**config.mk**
```make
export PLATFORM = sky130hd
export DESIGN_NAME = mp3
export DESIGN_NICKNAME = d
export VERILOG_FILES = /design/src/logic/lc3b_types.sv /design/src/logic/mem_port_if.sv /design/src/logic/pipe_reg.sv /design/src/logic/fetch.sv /design/src/logic/decode.sv /design/src/logic/execute.sv /design/src/logic/mem_stage.sv /design/src/logic/arbiter.sv /design/src/logic/mp3.sv
export VERILOG_INCLUDE_DIRS = /design/src /design/src/logic
export SDC_FILE = /design/constraint.sdc
export NUM_CORES = 1
export LEC_CHECK = 0
export BUFFER_PORTS_ARGS = -buffer_cell sky130_fd_sc_hd__buf_4
export CELL_PAD_IN_SITES_DETAIL_PLACEMENT = 2
export CELL_PAD_IN_SITES_GLOBAL_PLACEMENT = 2
export CORE_MARGIN = 4
export CORE_UTILIZATION = 40
export CTS_BUF_LIST = sky130_fd_sc_hd__clkbuf_8
export CTS_CLUSTER_SIZE = 25
export DETAILED_ROUTE_END_ITERATION = 6
export GPL_ROUTABILITY_DRIVEN = 0
export GPL_TIMING_DRIVEN = 0
export PLACE_DENSITY = 0.83
export SLEW_MARGIN = 20
export SYNTH_ARGS = -nofsm -noshare
export SYNTH_HDL_FRONTEND = slang
export SYNTH_SLANG_ARGS = --single-unit
```
**constraint.sdc**
```tcl
create_clock -name clk -period 3.8 [get_ports clk]
set_input_delay 0.57 -clock clk [delete_from_list [all_inputs] [get_ports clk]]
set_output_delay 0.57 -clock clk [all_outputs]
set_load 0.01 [all_outputs]
```
**src/logic/lc3b_config.svh**
```systemverilog
`ifndef LC3B_CONFIG_SVH
`define LC3B_CONFIG_SVH

// datapath word
`define LC3B_WORD_W 16

`define LC3B_NUM_REGS 8

// first fetch after reset
`define LC3B_RESET_PC 16'h0000

`endif

```
**src/logic/lc3b_types.sv**
```systemverilog
`include "lc3b_config.svh"

package lc3b_types;

    typedef logic [`LC3B_WORD_W-1:0] lc3b_word;
    typedef logic [2:0] lc3b_reg;

    // other encodings retire as bubbles
    typedef enum logic [3:0] {
        op_add = 4'b0001,
        op_and = 4'b0101,
        op_not = 4'b1001,
        op_ldr = 4'b0110,
        op_str = 4'b0111
    } lc3b_opcode;

    typedef enum logic [1:0] {
        alu_add,
        alu_and,
        alu_not
    } lc3b_aluop;

    typedef struct packed {
        lc3b_aluop aluop;
        logic imm_sel;
        logic load;
        logic store;
        logic reg_write;
    } lc3b_control_word;

    typedef struct packed {
        lc3b_word ir;
        lc3b_word pc;
    } lc3b_f_de_t;

    typedef struct packed {
        lc3b_control_word cw;
        lc3b_word sr1;
        lc3b_word sr2;
        lc3b_word imm;
        lc3b_reg dr;
    } lc3b_de_ex_t;

    typedef struct packed {
        lc3b_control_word cw;
        lc3b_word result;
        lc3b_word store_data;
        lc3b_reg dr;
    } lc3b_ex_mem_t;

    typedef struct packed {
        lc3b_word value;
        lc3b_reg dr;
        logic reg_write;
    } lc3b_mem_wb_t;

endpackage

```
**src/logic/mem_port_if.sv**
```systemverilog
`timescale 1ns/1ps

interface mem_port_if;

    logic read;
    logic write;
    lc3b_types::lc3b_word address;
    lc3b_types::lc3b_word wdata;
    lc3b_types::lc3b_word rdata;
    logic resp;

    // request held until a one-cycle resp
    modport requester (
        output read, write, address, wdata,
        input rdata, resp
    );

    modport arbiter (
        input read, write, address, wdata,
        output rdata, resp
    );

endinterface

```
**src/logic/pipe_reg.sv**
```systemverilog
`timescale 1ns/1ps

module pipe_reg #(
    parameter type payload_t = logic
) (
    input logic clk,
    input logic reset,
    input logic load,
    input logic bubble,
    input payload_t in,
    input logic in_valid,
    output payload_t out,
    output logic out_valid
);

    always_ff @(posedge clk) begin
        if (reset) begin
            out_valid <= 1'b0;
        end else if (load) begin
            out_valid <= in_valid && !bubble;
        end
    end

    always_ff @(posedge clk) begin
        if (load) begin
            out <= in;
        end
    end

endmodule

```
**src/logic/fetch.sv**
```systemverilog
`timescale 1ns/1ps
`include "lc3b_config.svh"

module fetch (
    input logic clk,
    input logic reset,
    input logic load_regs,
    input logic dep_stall,
    mem_port_if.requester port,
    output lc3b_types::lc3b_f_de_t f_de,
    output logic f_de_valid
);

    lc3b_types::lc3b_word pc;
    logic armed;

    always_ff @(posedge clk) begin
        if (reset) begin
            pc <= `LC3B_RESET_PC;
            armed <= 1'b0;
        end else begin
            armed <= 1'b1;
            // pc holds while decode is stalled
            if (load_regs && !dep_stall) begin
                pc <= pc + lc3b_types::lc3b_word'(2);
            end
        end
    end

    assign port.read = armed;
    assign port.write = 1'b0;
    assign port.address = pc;
    assign port.wdata = '0;

    // fetch resp is always the last one in a step
    assign f_de.ir = port.rdata;
    assign f_de.pc = pc;
    assign f_de_valid = port.resp;

endmodule

```
**src/logic/decode.sv**
```systemverilog
`timescale 1ns/1ps
`include "lc3b_config.svh"

module decode (
    input logic clk,
    input logic reset,
    input logic load_regs,
    input lc3b_types::lc3b_f_de_t f_de,
    input logic f_de_valid,
    input lc3b_types::lc3b_reg de_ex_dr,
    input logic de_ex_wr,
    input lc3b_types::lc3b_reg ex_mem_dr,
    input logic ex_mem_wr,
    input lc3b_types::lc3b_mem_wb_t mem_wb,
    input logic mem_wb_valid,
    output lc3b_types::lc3b_de_ex_t de_ex,
    output logic de_ex_valid,
    output logic dep_stall
);

    lc3b_types::lc3b_word regfile [`LC3B_NUM_REGS];
    lc3b_types::lc3b_opcode opcode;
    lc3b_types::lc3b_control_word cw;
    lc3b_types::lc3b_reg sr1;
    lc3b_types::lc3b_reg sr2;
    logic known_op;
    logic uses_sr2;

    // any older instruction still to write r
    function automatic logic pending_write(input lc3b_types::lc3b_reg r);
        return (de_ex_wr && de_ex_dr == r)
            || (ex_mem_wr && ex_mem_dr == r)
            || (mem_wb_valid && mem_wb.reg_write && mem_wb.dr == r);
    endfunction

    always_comb begin
        opcode = lc3b_types::lc3b_opcode'(f_de.ir[15:12]);
        cw = '0;
        known_op = 1'b1;
        uses_sr2 = 1'b0;
        case (opcode)
            lc3b_types::op_add, lc3b_types::op_and: begin
                cw.aluop = (opcode == lc3b_types::op_and) ? lc3b_types::alu_and
                                                          : lc3b_types::alu_add;
                cw.imm_sel = f_de.ir[5];
                cw.reg_write = 1'b1;
                uses_sr2 = !f_de.ir[5];
            end
            lc3b_types::op_not: begin
                cw.aluop = lc3b_types::alu_not;
                cw.reg_write = 1'b1;
            end
            lc3b_types::op_ldr: begin
                cw.imm_sel = 1'b1;
                cw.load = 1'b1;
                cw.reg_write = 1'b1;
            end
            lc3b_types::op_str: begin
                cw.imm_sel = 1'b1;
                cw.store = 1'b1;
                uses_sr2 = 1'b1;
            end
            default: begin
                known_op = 1'b0;
            end
        endcase

        // STR carries its source register in the dr field
        sr1 = f_de.ir[8:6];
        sr2 = cw.store ? f_de.ir[11:9] : f_de.ir[2:0];

        de_ex.cw = cw;
        de_ex.sr1 = regfile[sr1];
        de_ex.sr2 = regfile[sr2];
        if (cw.load || cw.store) begin
            de_ex.imm = {{(`LC3B_WORD_W-7){f_de.ir[5]}}, f_de.ir[5:0], 1'b0};
        end else begin
            de_ex.imm = {{(`LC3B_WORD_W-5){f_de.ir[4]}}, f_de.ir[4:0]};
        end
        de_ex.dr = f_de.ir[11:9];

        de_ex_valid = f_de_valid && known_op;
        dep_stall = de_ex_valid
            && (pending_write(sr1) || (uses_sr2 && pending_write(sr2)));
    end

    always_ff @(posedge clk) begin
        if (reset) begin
            for (int i = 0; i < `LC3B_NUM_REGS; i++) begin
                regfile[i] <= '0;
            end
        end else if (load_regs && mem_wb_valid && mem_wb.reg_write) begin
            regfile[mem_wb.dr] <= mem_wb.value;
        end
    end

endmodule

```
**src/logic/execute.sv**
```systemverilog
`timescale 1ns/1ps

module execute (
    input lc3b_types::lc3b_de_ex_t ex_in,
    input logic ex_in_valid,
    output lc3b_types::lc3b_ex_mem_t ex_out,
    output logic ex_out_valid
);

    lc3b_types::lc3b_word operand_b;
    lc3b_types::lc3b_word alu_out;

    // LDR and STR take the offset here, giving base plus offset
    assign operand_b = ex_in.cw.imm_sel ? ex_in.imm : ex_in.sr2;

    always_comb begin
        case (ex_in.cw.aluop)
            lc3b_types::alu_and: begin
                alu_out = ex_in.sr1 & operand_b;
            end
            lc3b_types::alu_not: begin
                alu_out = ~ex_in.sr1;
            end
            default: begin
                alu_out = ex_in.sr1 + operand_b;
            end
        endcase
    end

    assign ex_out.cw = ex_in.cw;
    assign ex_out.result = alu_out;
    assign ex_out.store_data = ex_in.sr2;
    assign ex_out.dr = ex_in.dr;
    assign ex_out_valid = ex_in_valid;

endmodule

```
**src/logic/mem_stage.sv**
```systemverilog
`timescale 1ns/1ps

module mem_stage (
    input lc3b_types::lc3b_ex_mem_t ex_mem,
    input logic ex_mem_valid,
    mem_port_if.requester port,
    output lc3b_types::lc3b_mem_wb_t mem_wb,
    output logic mem_wb_valid
);

    logic do_load;
    logic do_store;

    assign do_load = ex_mem_valid && ex_mem.cw.load;
    assign do_store = ex_mem_valid && ex_mem.cw.store;

    // held for the whole step, arbiter masks it once served
    assign port.read = do_load;
    assign port.write = do_store;
    assign port.address = ex_mem.result;
    assign port.wdata = ex_mem.store_data;

    // write-back select
    assign mem_wb.value = ex_mem.cw.load ? port.rdata : ex_mem.result;
    assign mem_wb.dr = ex_mem.dr;
    assign mem_wb.reg_write = ex_mem.cw.reg_write;
    assign mem_wb_valid = ex_mem_valid;

endmodule

```
**src/logic/arbiter.sv**
```systemverilog
`timescale 1ns/1ps

module arbiter (
    input logic clk,
    input logic reset,
    mem_port_if.arbiter ifetch,
    mem_port_if.arbiter data,
    input logic pmem_resp,
    input lc3b_types::lc3b_word pmem_rdata,
    output logic pmem_read,
    output logic pmem_write,
    output lc3b_types::lc3b_word pmem_address,
    output lc3b_types::lc3b_word pmem_wdata,
    output logic load_regs
);

    typedef enum logic [1:0] {
        st_idle,
        st_data,
        st_fetch
    } owner_t;

    owner_t state;
    owner_t owner;
    logic data_done;
    logic data_req;
    logic fetch_req;
    logic data_complete;
    lc3b_types::lc3b_word data_buf;

    assign data_req = (data.read || data.write) && !data_done;
    assign fetch_req = ifetch.read || ifetch.write;

    // idle grants in the same cycle with data first
    always_comb begin
        owner = state;
        if (state == st_idle) begin
            if (data_req) begin
                owner = st_data;
            end else if (fetch_req) begin
                owner = st_fetch;
            end
        end
    end

    always_ff @(posedge clk) begin
        if (reset) begin
            state <= st_idle;
            data_done <= 1'b0;
        end else begin
            state <= pmem_resp ? st_idle : owner;
            if (load_regs) begin
                data_done <= 1'b0;
            end else if (data.resp) begin
                data_done <= 1'b1;
            end
        end
    end

    // load data must survive until the step ends
    always_ff @(posedge clk) begin
        if (data.resp) begin
            data_buf <= pmem_rdata;
        end
    end

    always_comb begin
        pmem_read = 1'b0;
        pmem_write = 1'b0;
        pmem_address = ifetch.address;
        pmem_wdata = ifetch.wdata;
        case (owner)
            st_data: begin
                pmem_read = data.read;
                pmem_write = data.write;
                pmem_address = data.address;
                pmem_wdata = data.wdata;
            end
            st_fetch: begin
                pmem_read = ifetch.read;
                pmem_write = ifetch.write;
            end
            default: begin
            end
        endcase
    end

    assign data.resp = (owner == st_data) && pmem_resp;
    assign ifetch.resp = (owner == st_fetch) && pmem_resp;
    assign data.rdata = data_done ? data_buf : pmem_rdata;
    assign ifetch.rdata = pmem_rdata;

    // step ends on the fetch resp once any data access is in
    assign data_complete = !(data.read || data.write) || data_done;
    assign load_regs = ifetch.resp && data_complete;

endmodule

```
**src/logic/mp3.sv**
```systemverilog
`timescale 1ns/1ps

module mp3 (
    input logic clk,
    input logic reset,
    input logic pmem_resp,
    input lc3b_types::lc3b_word pmem_rdata,
    output logic pmem_read,
    output logic pmem_write,
    output lc3b_types::lc3b_word pmem_address,
    output lc3b_types::lc3b_word pmem_wdata
);

    mem_port_if ifetch_port ();
    mem_port_if data_port ();

    logic load_regs;
    logic dep_stall;

    lc3b_types::lc3b_f_de_t f_de_d;
    lc3b_types::lc3b_f_de_t f_de_q;
    logic f_de_d_valid;
    logic f_de_q_valid;

    lc3b_types::lc3b_de_ex_t de_ex_d;
    lc3b_types::lc3b_de_ex_t de_ex_q;
    logic de_ex_d_valid;
    logic de_ex_q_valid;

    lc3b_types::lc3b_ex_mem_t ex_mem_d;
    lc3b_types::lc3b_ex_mem_t ex_mem_q;
    logic ex_mem_d_valid;
    logic ex_mem_q_valid;

    lc3b_types::lc3b_mem_wb_t mem_wb_d;
    lc3b_types::lc3b_mem_wb_t mem_wb_q;
    logic mem_wb_d_valid;
    logic mem_wb_q_valid;

    fetch fetch_int (
        .clk,
        .reset,
        .load_regs,
        .dep_stall,
        .port(ifetch_port.requester),
        .f_de(f_de_d),
        .f_de_valid(f_de_d_valid)
    );

    // f_de holds while decode is stalled
    pipe_reg #(.payload_t(lc3b_types::lc3b_f_de_t)) f_de_reg (
        .clk,
        .reset,
        .load(load_regs && !dep_stall),
        .bubble(1'b0),
        .in(f_de_d),
        .in_valid(f_de_d_valid),
        .out(f_de_q),
        .out_valid(f_de_q_valid)
    );

    decode decode_int (
        .clk,
        .reset,
        .load_regs,
        .f_de(f_de_q),
        .f_de_valid(f_de_q_valid),
        .de_ex_dr(de_ex_q.dr),
        .de_ex_wr(de_ex_q_valid && de_ex_q.cw.reg_write),
        .ex_mem_dr(ex_mem_q.dr),
        .ex_mem_wr(ex_mem_q_valid && ex_mem_q.cw.reg_write),
        .mem_wb(mem_wb_q),
        .mem_wb_valid(mem_wb_q_valid),
        .de_ex(de_ex_d),
        .de_ex_valid(de_ex_d_valid),
        .dep_stall
    );

    pipe_reg #(.payload_t(lc3b_types::lc3b_de_ex_t)) de_ex_reg (
        .clk,
        .reset,
        .load(load_regs),
        .bubble(dep_stall),
        .in(de_ex_d),
        .in_valid(de_ex_d_valid),
        .out(de_ex_q),
        .out_valid(de_ex_q_valid)
    );

    execute execute_int (
        .ex_in(de_ex_q),
        .ex_in_valid(de_ex_q_valid),
        .ex_out(ex_mem_d),
        .ex_out_valid(ex_mem_d_valid)
    );

    pipe_reg #(.payload_t(lc3b_types::lc3b_ex_mem_t)) ex_mem_reg (
        .clk,
        .reset,
        .load(load_regs),
        .bubble(1'b0),
        .in(ex_mem_d),
        .in_valid(ex_mem_d_valid),
        .out(ex_mem_q),
        .out_valid(ex_mem_q_valid)
    );

    mem_stage mem_int (
        .ex_mem(ex_mem_q),
        .ex_mem_valid(ex_mem_q_valid),
        .port(data_port.requester),
        .mem_wb(mem_wb_d),
        .mem_wb_valid(mem_wb_d_valid)
    );

    pipe_reg #(.payload_t(lc3b_types::lc3b_mem_wb_t)) mem_wb_reg (
        .clk,
        .reset,
        .load(load_regs),
        .bubble(1'b0),
        .in(mem_wb_d),
        .in_valid(mem_wb_d_valid),
        .out(mem_wb_q),
        .out_valid(mem_wb_q_valid)
    );

    arbiter arbiter_int (
        .clk,
        .reset,
        .ifetch(ifetch_port.arbiter),
        .data(data_port.arbiter),
        .pmem_resp,
        .pmem_rdata,
        .pmem_read,
        .pmem_write,
        .pmem_address,
        .pmem_wdata,
        .load_regs
    );

endmodule

```
## Word level (Yosys, flattened, before mapping)

Memory sizes are Yosys's and may differ from the RTL's. A register that Yosys moved wholly into a read port is not among the register bits.
Index checks and enable logic that the tools add are counted.

| operators by class | value |
|---|---|
| $add $sub $neg | 2 |
| multiply operators | 0 |
| divide/modulo/power cells | 0 |
| magnitude comparators | 0 |
| equal/unequal tests | 15 |
| shift-type cells | 0 |
| multiplexer cells | 30 |
| bitwise gates (word level) | 2 |
| reductions and logical operators | 42 |

Operators with widths:

| kind | number |
|---|---|
| 16-bit two-way mux | 7 |
| 16-bit one-hot mux with 2 select lines | 1 |
| 1-bit logical AND | 22 |
| 3-bit == test | 6 |
| 16-bit adder | 1 |
| 16-bit by 2-bit adder with 16-bit output (second input constant) | 1 |
| 16-bit bitwise AND | 1 |
| 16-bit inverter | 1 |
| 16-bit OR reduction | 1 |
| 1-bit two-way mux | 13 |
| 4-bit by 3-bit == test with 1-bit output (second input constant) | 3 |
| 1-bit logical OR | 8 |
| 2-bit OR reduction | 4 |
| 2-bit two-way mux | 3 |
| 3-bit two-way mux | 2 |
| 1-bit one-hot mux with 2 select lines | 3 |
| 5-bit OR reduction | 1 |
| 2-bit by 1-bit == test with 1-bit output (second input constant) | 2 |
| 2-bit == test (second input constant) | 2 |
| 4-bit by 1-bit == test with 1-bit output (second input constant) | 1 |
| 4-bit == test (second input constant) | 1 |
| 1-bit logical NOT | 4 |
| 2-bit one-hot mux with 2 select lines | 1 |
| 4-bit OR reduction | 1 |
| 2-bit logical NOT | 1 |

| word-level totals | value |
|---|---|
| register bits | 139 |
| latch bits | 0 |
| bits in writable memories | 128 |
| memory bits (read-only) | 0 |
| input bits | 19 |
| output and inout port bits | 34 |
| logic and storage cells | 119 |
| memories kept | 1 |

Memories:

| memory | depth | width | read ports | clocked after Yosys merged registers in | wr ports | line | RTL |
|---|---|---|---|---|---|---|---|
| decode_int.regfile | 8 | 16 | 2 | 2 | 8 | decode.sv:21 | `` lc3b_types::lc3b_word regfile [`LC3B_NUM_REGS]; `` |

## Longest topological paths before layout

| depth | value |
|---|---|
| depth after elaboration | 15 |
| depth in mapped cells | 13 |
| gate-level depth less buffers | 11 |

## Cells and area by module

A second synthesis with hierarchy kept.

| unflattened totals | value |
|---|---|
| cells, all modules | 1248 |
| area total of the unflattened synthesis | 16818.6 µm² |

By module, submodules not included:

| module | times used | cells an instance | area each (µm²) | seq. area each (µm²) |
|---|---|---|---|---|
| decode | 1 | 563 | 7588.5 | 3843.7 |
| pipe_reg (de_ex_reg) | 1 | 61 | 1754.2 | 1731.7 |
| execute | 1 | 217 | 1505.2 | 0.0 |
| arbiter | 1 | 109 | 1362.6 | 540.5 |
| pipe_reg (ex_mem_reg) | 1 | 45 | 1273.7 | 1251.2 |
| fetch | 1 | 132 | 1121.1 | 320.3 |
| pipe_reg (f_de_reg) | 1 | 36 | 1003.5 | 980.9 |
| pipe_reg (mem_wb_reg) | 1 | 24 | 643.1 | 620.6 |
| mem_stage | 1 | 57 | 536.8 | 0.0 |
| mp3 | 1 | 4 | 30.0 | 0.0 |

## Worst setup path after synthesis

No wires, ideal clock.

| timing path | value |
|---|---|
| path kind | register to register |
| start point | register ex_mem_reg.out[37] (netlist name) |
| end point | memory decode_int.regfile[3][0] (netlist name), enable pin |
| data arrival time | 3.783 ns |
| required time | 3.389 ns |
| setup slack | -0.394 ns |
| stages on the path, launching flop included | 11 |
| path through | edfxtp_1 -> clkbuf_1 -> o211ai_1 -> nor2_1 -> nor2_1 -> ha_1 -> nand3_1 -> inv_1 -> buf_4 -> nand3_2 -> o21ai_0 |

RTL lines:

| element | line | RTL |
|---|---|---|
| from (decl) | pipe_reg.sv:12 | `output payload_t out,` |
| from (signal assigned) | pipe_reg.sv:26 | `out <= in;` |
| to (decl) | decode.sv:21 |  |

## Worst setup path after layout

| timing path | value |
|---|---|
| start point | register ex_mem_reg.out[37] (netlist name) |
| end point | output pmem_address[12] |

| between the ends | value |
|---|---|
| word-level cells in the longest chain between the ends | 7 |

Ends and longest elaborated chain:

| element | line | RTL |
|---|---|---|
| 1-bit logical AND | mem_stage.sv:14 | `assign do_load = ex_mem_valid && ex_mem.cw.load;` |
| 1-bit logical OR | arbiter.sv:31 | `assign data_req = (data.read \|\| data.write) && !data_done;` |
| 1-bit logical AND | arbiter.sv:31 |  |
| 2-bit two-way mux | arbiter.sv:38 | `if (data_req) begin` |
| 2-bit two-way mux | arbiter.sv:37 | `if (state == st_idle) begin` |
| 2-bit by 1-bit == test with 1-bit output | arbiter.sv:72 | `case (owner)` |
| 16-bit two-way mux | arbiter.sv:72 |  |
| to (decl) | mp3.sv:10 | `output lc3b_types::lc3b_word pmem_address,` |

Every way passes these cells.

==> flow_summary.toml <==
[outcome]
status = "finished, final reports clean"

[grt]
grt_util_met3_pct = 4.71
grt_pass1_vias = 12200
antenna_found_initial = 2
grt_usage_pct = 26.7
grt_max_degree = 59
grt_busiest_layer = "met2"
met1_usage_pct = 32.7
grtUsageMet2_pct = 46.2
grt_pass1_wl_um = 79200
grt_overflow_total = 0

[cells_and_area]
nets = 1424
fin_cells = 1882
final_area_um2 = 16700
layout_common_cells = "edfxtp_1 (266), nand2_1 (196), and2_1 (150), nand3_1 (96), buf_4 (60)"
area.growth.synth_to_final_pct = 14.7
antenna_cells = 0
drive_gt1_share_pct = 17.9
nFillCells = 3612
final_util_pct = 46.8
mostFrequentLayoutCell = "edfxtp_1"

[timing]
slew_violations = 0
fin_hold_ws_ps = 147
worst_pin_slew_ps = 1110
maxSlewHeadroom_pct = 25.7
min_period_over_period_pct = 95.9
rsz0062_at_grt = "no"
period_minus_slack_ps = 3640
finClkSkew_ps = 50.9
hold_violations = 0
setup_viol = 0
tns_ps = 0
fmax_mhz = 274

[worst_setup_path]
rrSetupSlack_ps = 170
path_class = "reg -> out"
critical-path-slowest-cell = "edfxtp_1"
path_cells = "o211ai_1 > a31oi_1 > ha_2 > buf_2 > mux2_2 > buf_4"
critPathArrivalTime_ps = 3070
end_kind = "output port"
critPathBufInv = 2
critPathMaxStageDelay_ps = 560
rr_worst_depth = 11
timing.rr.start = "de_ex_reg.out[54]$_DFFE_PP_"
setup.worst_path.start_class = "register"
required_ps = 3230
path_delay_family = "compound AO/OA/AOI/OAI gates"
timing.rr.end = "ex_mem_reg.out[33]$_DFFE_PP_"
crit_fanout = 10

[synth]
synth_edf_count = 266
seq_area_frac_synth_pct = 57.9
synth_cells = 1265
synth_compound_area_share_pct = 6.43
synthMuxAreaShare_pct = 9.87
synth_warnings = 0
synth_top_family_by_area = "simple AND/OR/NAND/NOR gates"
synth_cell_type_count = 64
synthXorXnorAreaFrac_pct = 1.56
synth_seq_cells = 289
avgSynthCellArea_um2 = 11.5
yosys.area_share.simple_pct = 19.3
netlist_area_um2 = 14600
ys_async_sr_fraction_pct = 0
synth_top_flop_cell = "edfxtp_1"
synth_fp_nets = 1306
yosys.area_share.adder_pct = 1.94

[routing]
drc = 0
dr.pass1.iters = 5
drt_wl_total_um = 53200
vias = 11100
post_drt_wl_per_cell_um = 28.3
drtIter0Drc = 940
via_per_inst = 5.92
antenna_left = 0

[job]
cap_violations = 0

[clock_network]
cts_sinks = 289
h-tree-depth = 2
cts_hold_buffers = 0
cts_buffers = 51
path_clk_slew_ps = 60
cts.path.max_buffers = 3
insertion_delay_ps = 620
cts_tree = "built"
root_buffer = "clkbuf_8"

[power]
ir_drop_mv = 0.202
powerDensity_nw_per_um2 = 449
p_leak_nw = 6.23

[min_path]
hold_path_class = "in -> reg"
hold_start = "pmem_rdata[12]"
min_to = "arbiter_int.data_buf[12]$_DFFE_PP_"
min_path_cells = 1

[die]
die_area_um2 = 39600
io_pins = 53
fp.dieH_um = 199
num_rows = 69
start_util_pct = 40.8
die_w_um = 199
core_area_um2 = 35700

[placed_design]
dp_cells = 1784
io_buffers = 52
dp_hpwl_um = 37500
dpl_cell_area_um2 = 15600
layer usage:
metal	share of wire, %	vias up
li1	-	4808
met1	40	5763
met2	50	429
met3	5.8	147
met4	4.6	2
met5	0.024	-
area by class of cell:
| class | instances | area, um^2 | area share [%] |
|---|---|---|---|
| clock buffers | 51 | 702 | 4.20 |
| well taps | 461 | 577 | 3.45 |
| clock inverters | 40 | 184 | 1.10 |
| inverters | 35 | 136 | 0.815 |
| flip-flops and latches | 289 | 8450 | 50.5 |
| repair buffers | 68 | 574 | 3.43 |
| plain buffers | 71 | 312 | 1.86 |
| multi-input cells | 867 | 5790 | 34.6 |
registers in the layout, indices dropped and copies added, names as in the netlist:
name / cells
mem_wb_reg.out_valid: 1
arbiter_int.state: 2
decode_int.regfile: 128
ex_mem_reg.out: 38
f_de_reg.out_valid: 1
ex_mem_reg.out_valid: 1
f_de_reg.out: 16
de_ex_reg.out: 48
fetch_int.port.read: 1
fetch_int.port.address: 15
de_ex_reg.out_valid: 1
mem_wb_reg.out: 20
arbiter_int.data_buf: 16
arbiter_int.data_done: 1
how the worst max path moves through the flow:
stage,startpoint,end,slack (ps),cells past startpoint
floorplan,ex_mem_reg.out[37]$_DFFE_PP_,decode_int.regfile[3][0]$_SDFFCE_PN0P_,-390,10
global placement,ex_mem_reg.out[37]$_DFFE_PP_,decode_int.regfile[5][8]$_SDFFCE_PN0P_,-1970,10
detailed placement,ex_mem_reg.out[37]$_DFFE_PP_,decode_int.regfile[1][9]$_SDFFCE_PN0P_,-1390,11
CTS,ex_mem_reg.out[37]$_DFFE_PP_,decode_int.regfile[7][7]$_SDFFCE_PN0P_,9,11
global route,ex_mem_reg.out[37]$_DFFE_PP_,decode_int.regfile[4][13]$_SDFFCE_PN0P_,20,11
finish,ex_mem_reg.out[37]$_DFFE_PP_,pmem_address[12],160,6
cells by family after synthesis:
kind of cell / Yosys count
XOR/XNOR: 26
buffers and inverters: 109
flip-flops: 289
multiplexers: 98
AO/OA/AOI/OAI: 151
adder cells (fa/ha/maj): 22
AND/OR/NAND/NOR: 570
through the flow:
step	power, mW	setup slack (ps)
global route	7.77	21.9
detailed placement	4.86	-1390
finish	7.52	157
CTS	7.52	9.36
floorplan	4.43	-394
global placement	4.76	-1970
Yosys cell counts (all sizes together), types with 2 or more instances:
cell / instances / share of area, %
and2: 150 / 6.4
xor2: 16 / 0.96
ha: 21 / 1.8
clkbuf: 55 / 1.4
or3: 3 / 0.13
o2111ai: 3 / 0.18
o31ai: 3 / 0.25
o211a: 2 / 0.14
o211ai: 4 / 0.21
o21ai: 55 / 1.9
and3: 2 / 0.086
nor3: 11 / 0.38
a32oi: 2 / 0.17
nand3: 98 / 3.4
mux2: 47 / 3.6
or2: 7 / 0.30
buf: 19 / 0.61
nand2b: 11 / 0.47
nor4: 8 / 0.34
mux4: 32 / 4.9
o221ai: 4 / 0.24
nor2: 64 / 1.6
nand4: 4 / 0.17
dfxtp: 23 / 3.2
or4: 2 / 0.10
a21oi: 47 / 1.6
nand2: 196 / 5.0
xnor2: 10 / 0.60
o21a: 2 / 0.10
inv: 34 / 0.88
mux2i: 19 / 1.3
a21o: 2 / 0.10
nor2b: 7 / 0.30
edfxtp: 266 / 55
o311ai: 7 / 0.42
a31oi: 7 / 0.34
o41ai: 4 / 0.24
power breakdown:
group / switching [mW] / internal, mW
clock network: 1.39 / 1.26
logic: 0.690 / 0.358
registers: 0.148 / 3.67
total: 2.23 / 5.29
repair_timing:
item	CTS	global route
endpoints found under the setup margin	214	165
cloned	1	0
gates resized for setup	15	17
buffers inserted	3	5
pin swaps	2	2
Note: power is estimated with default switching activity, not from simulation.
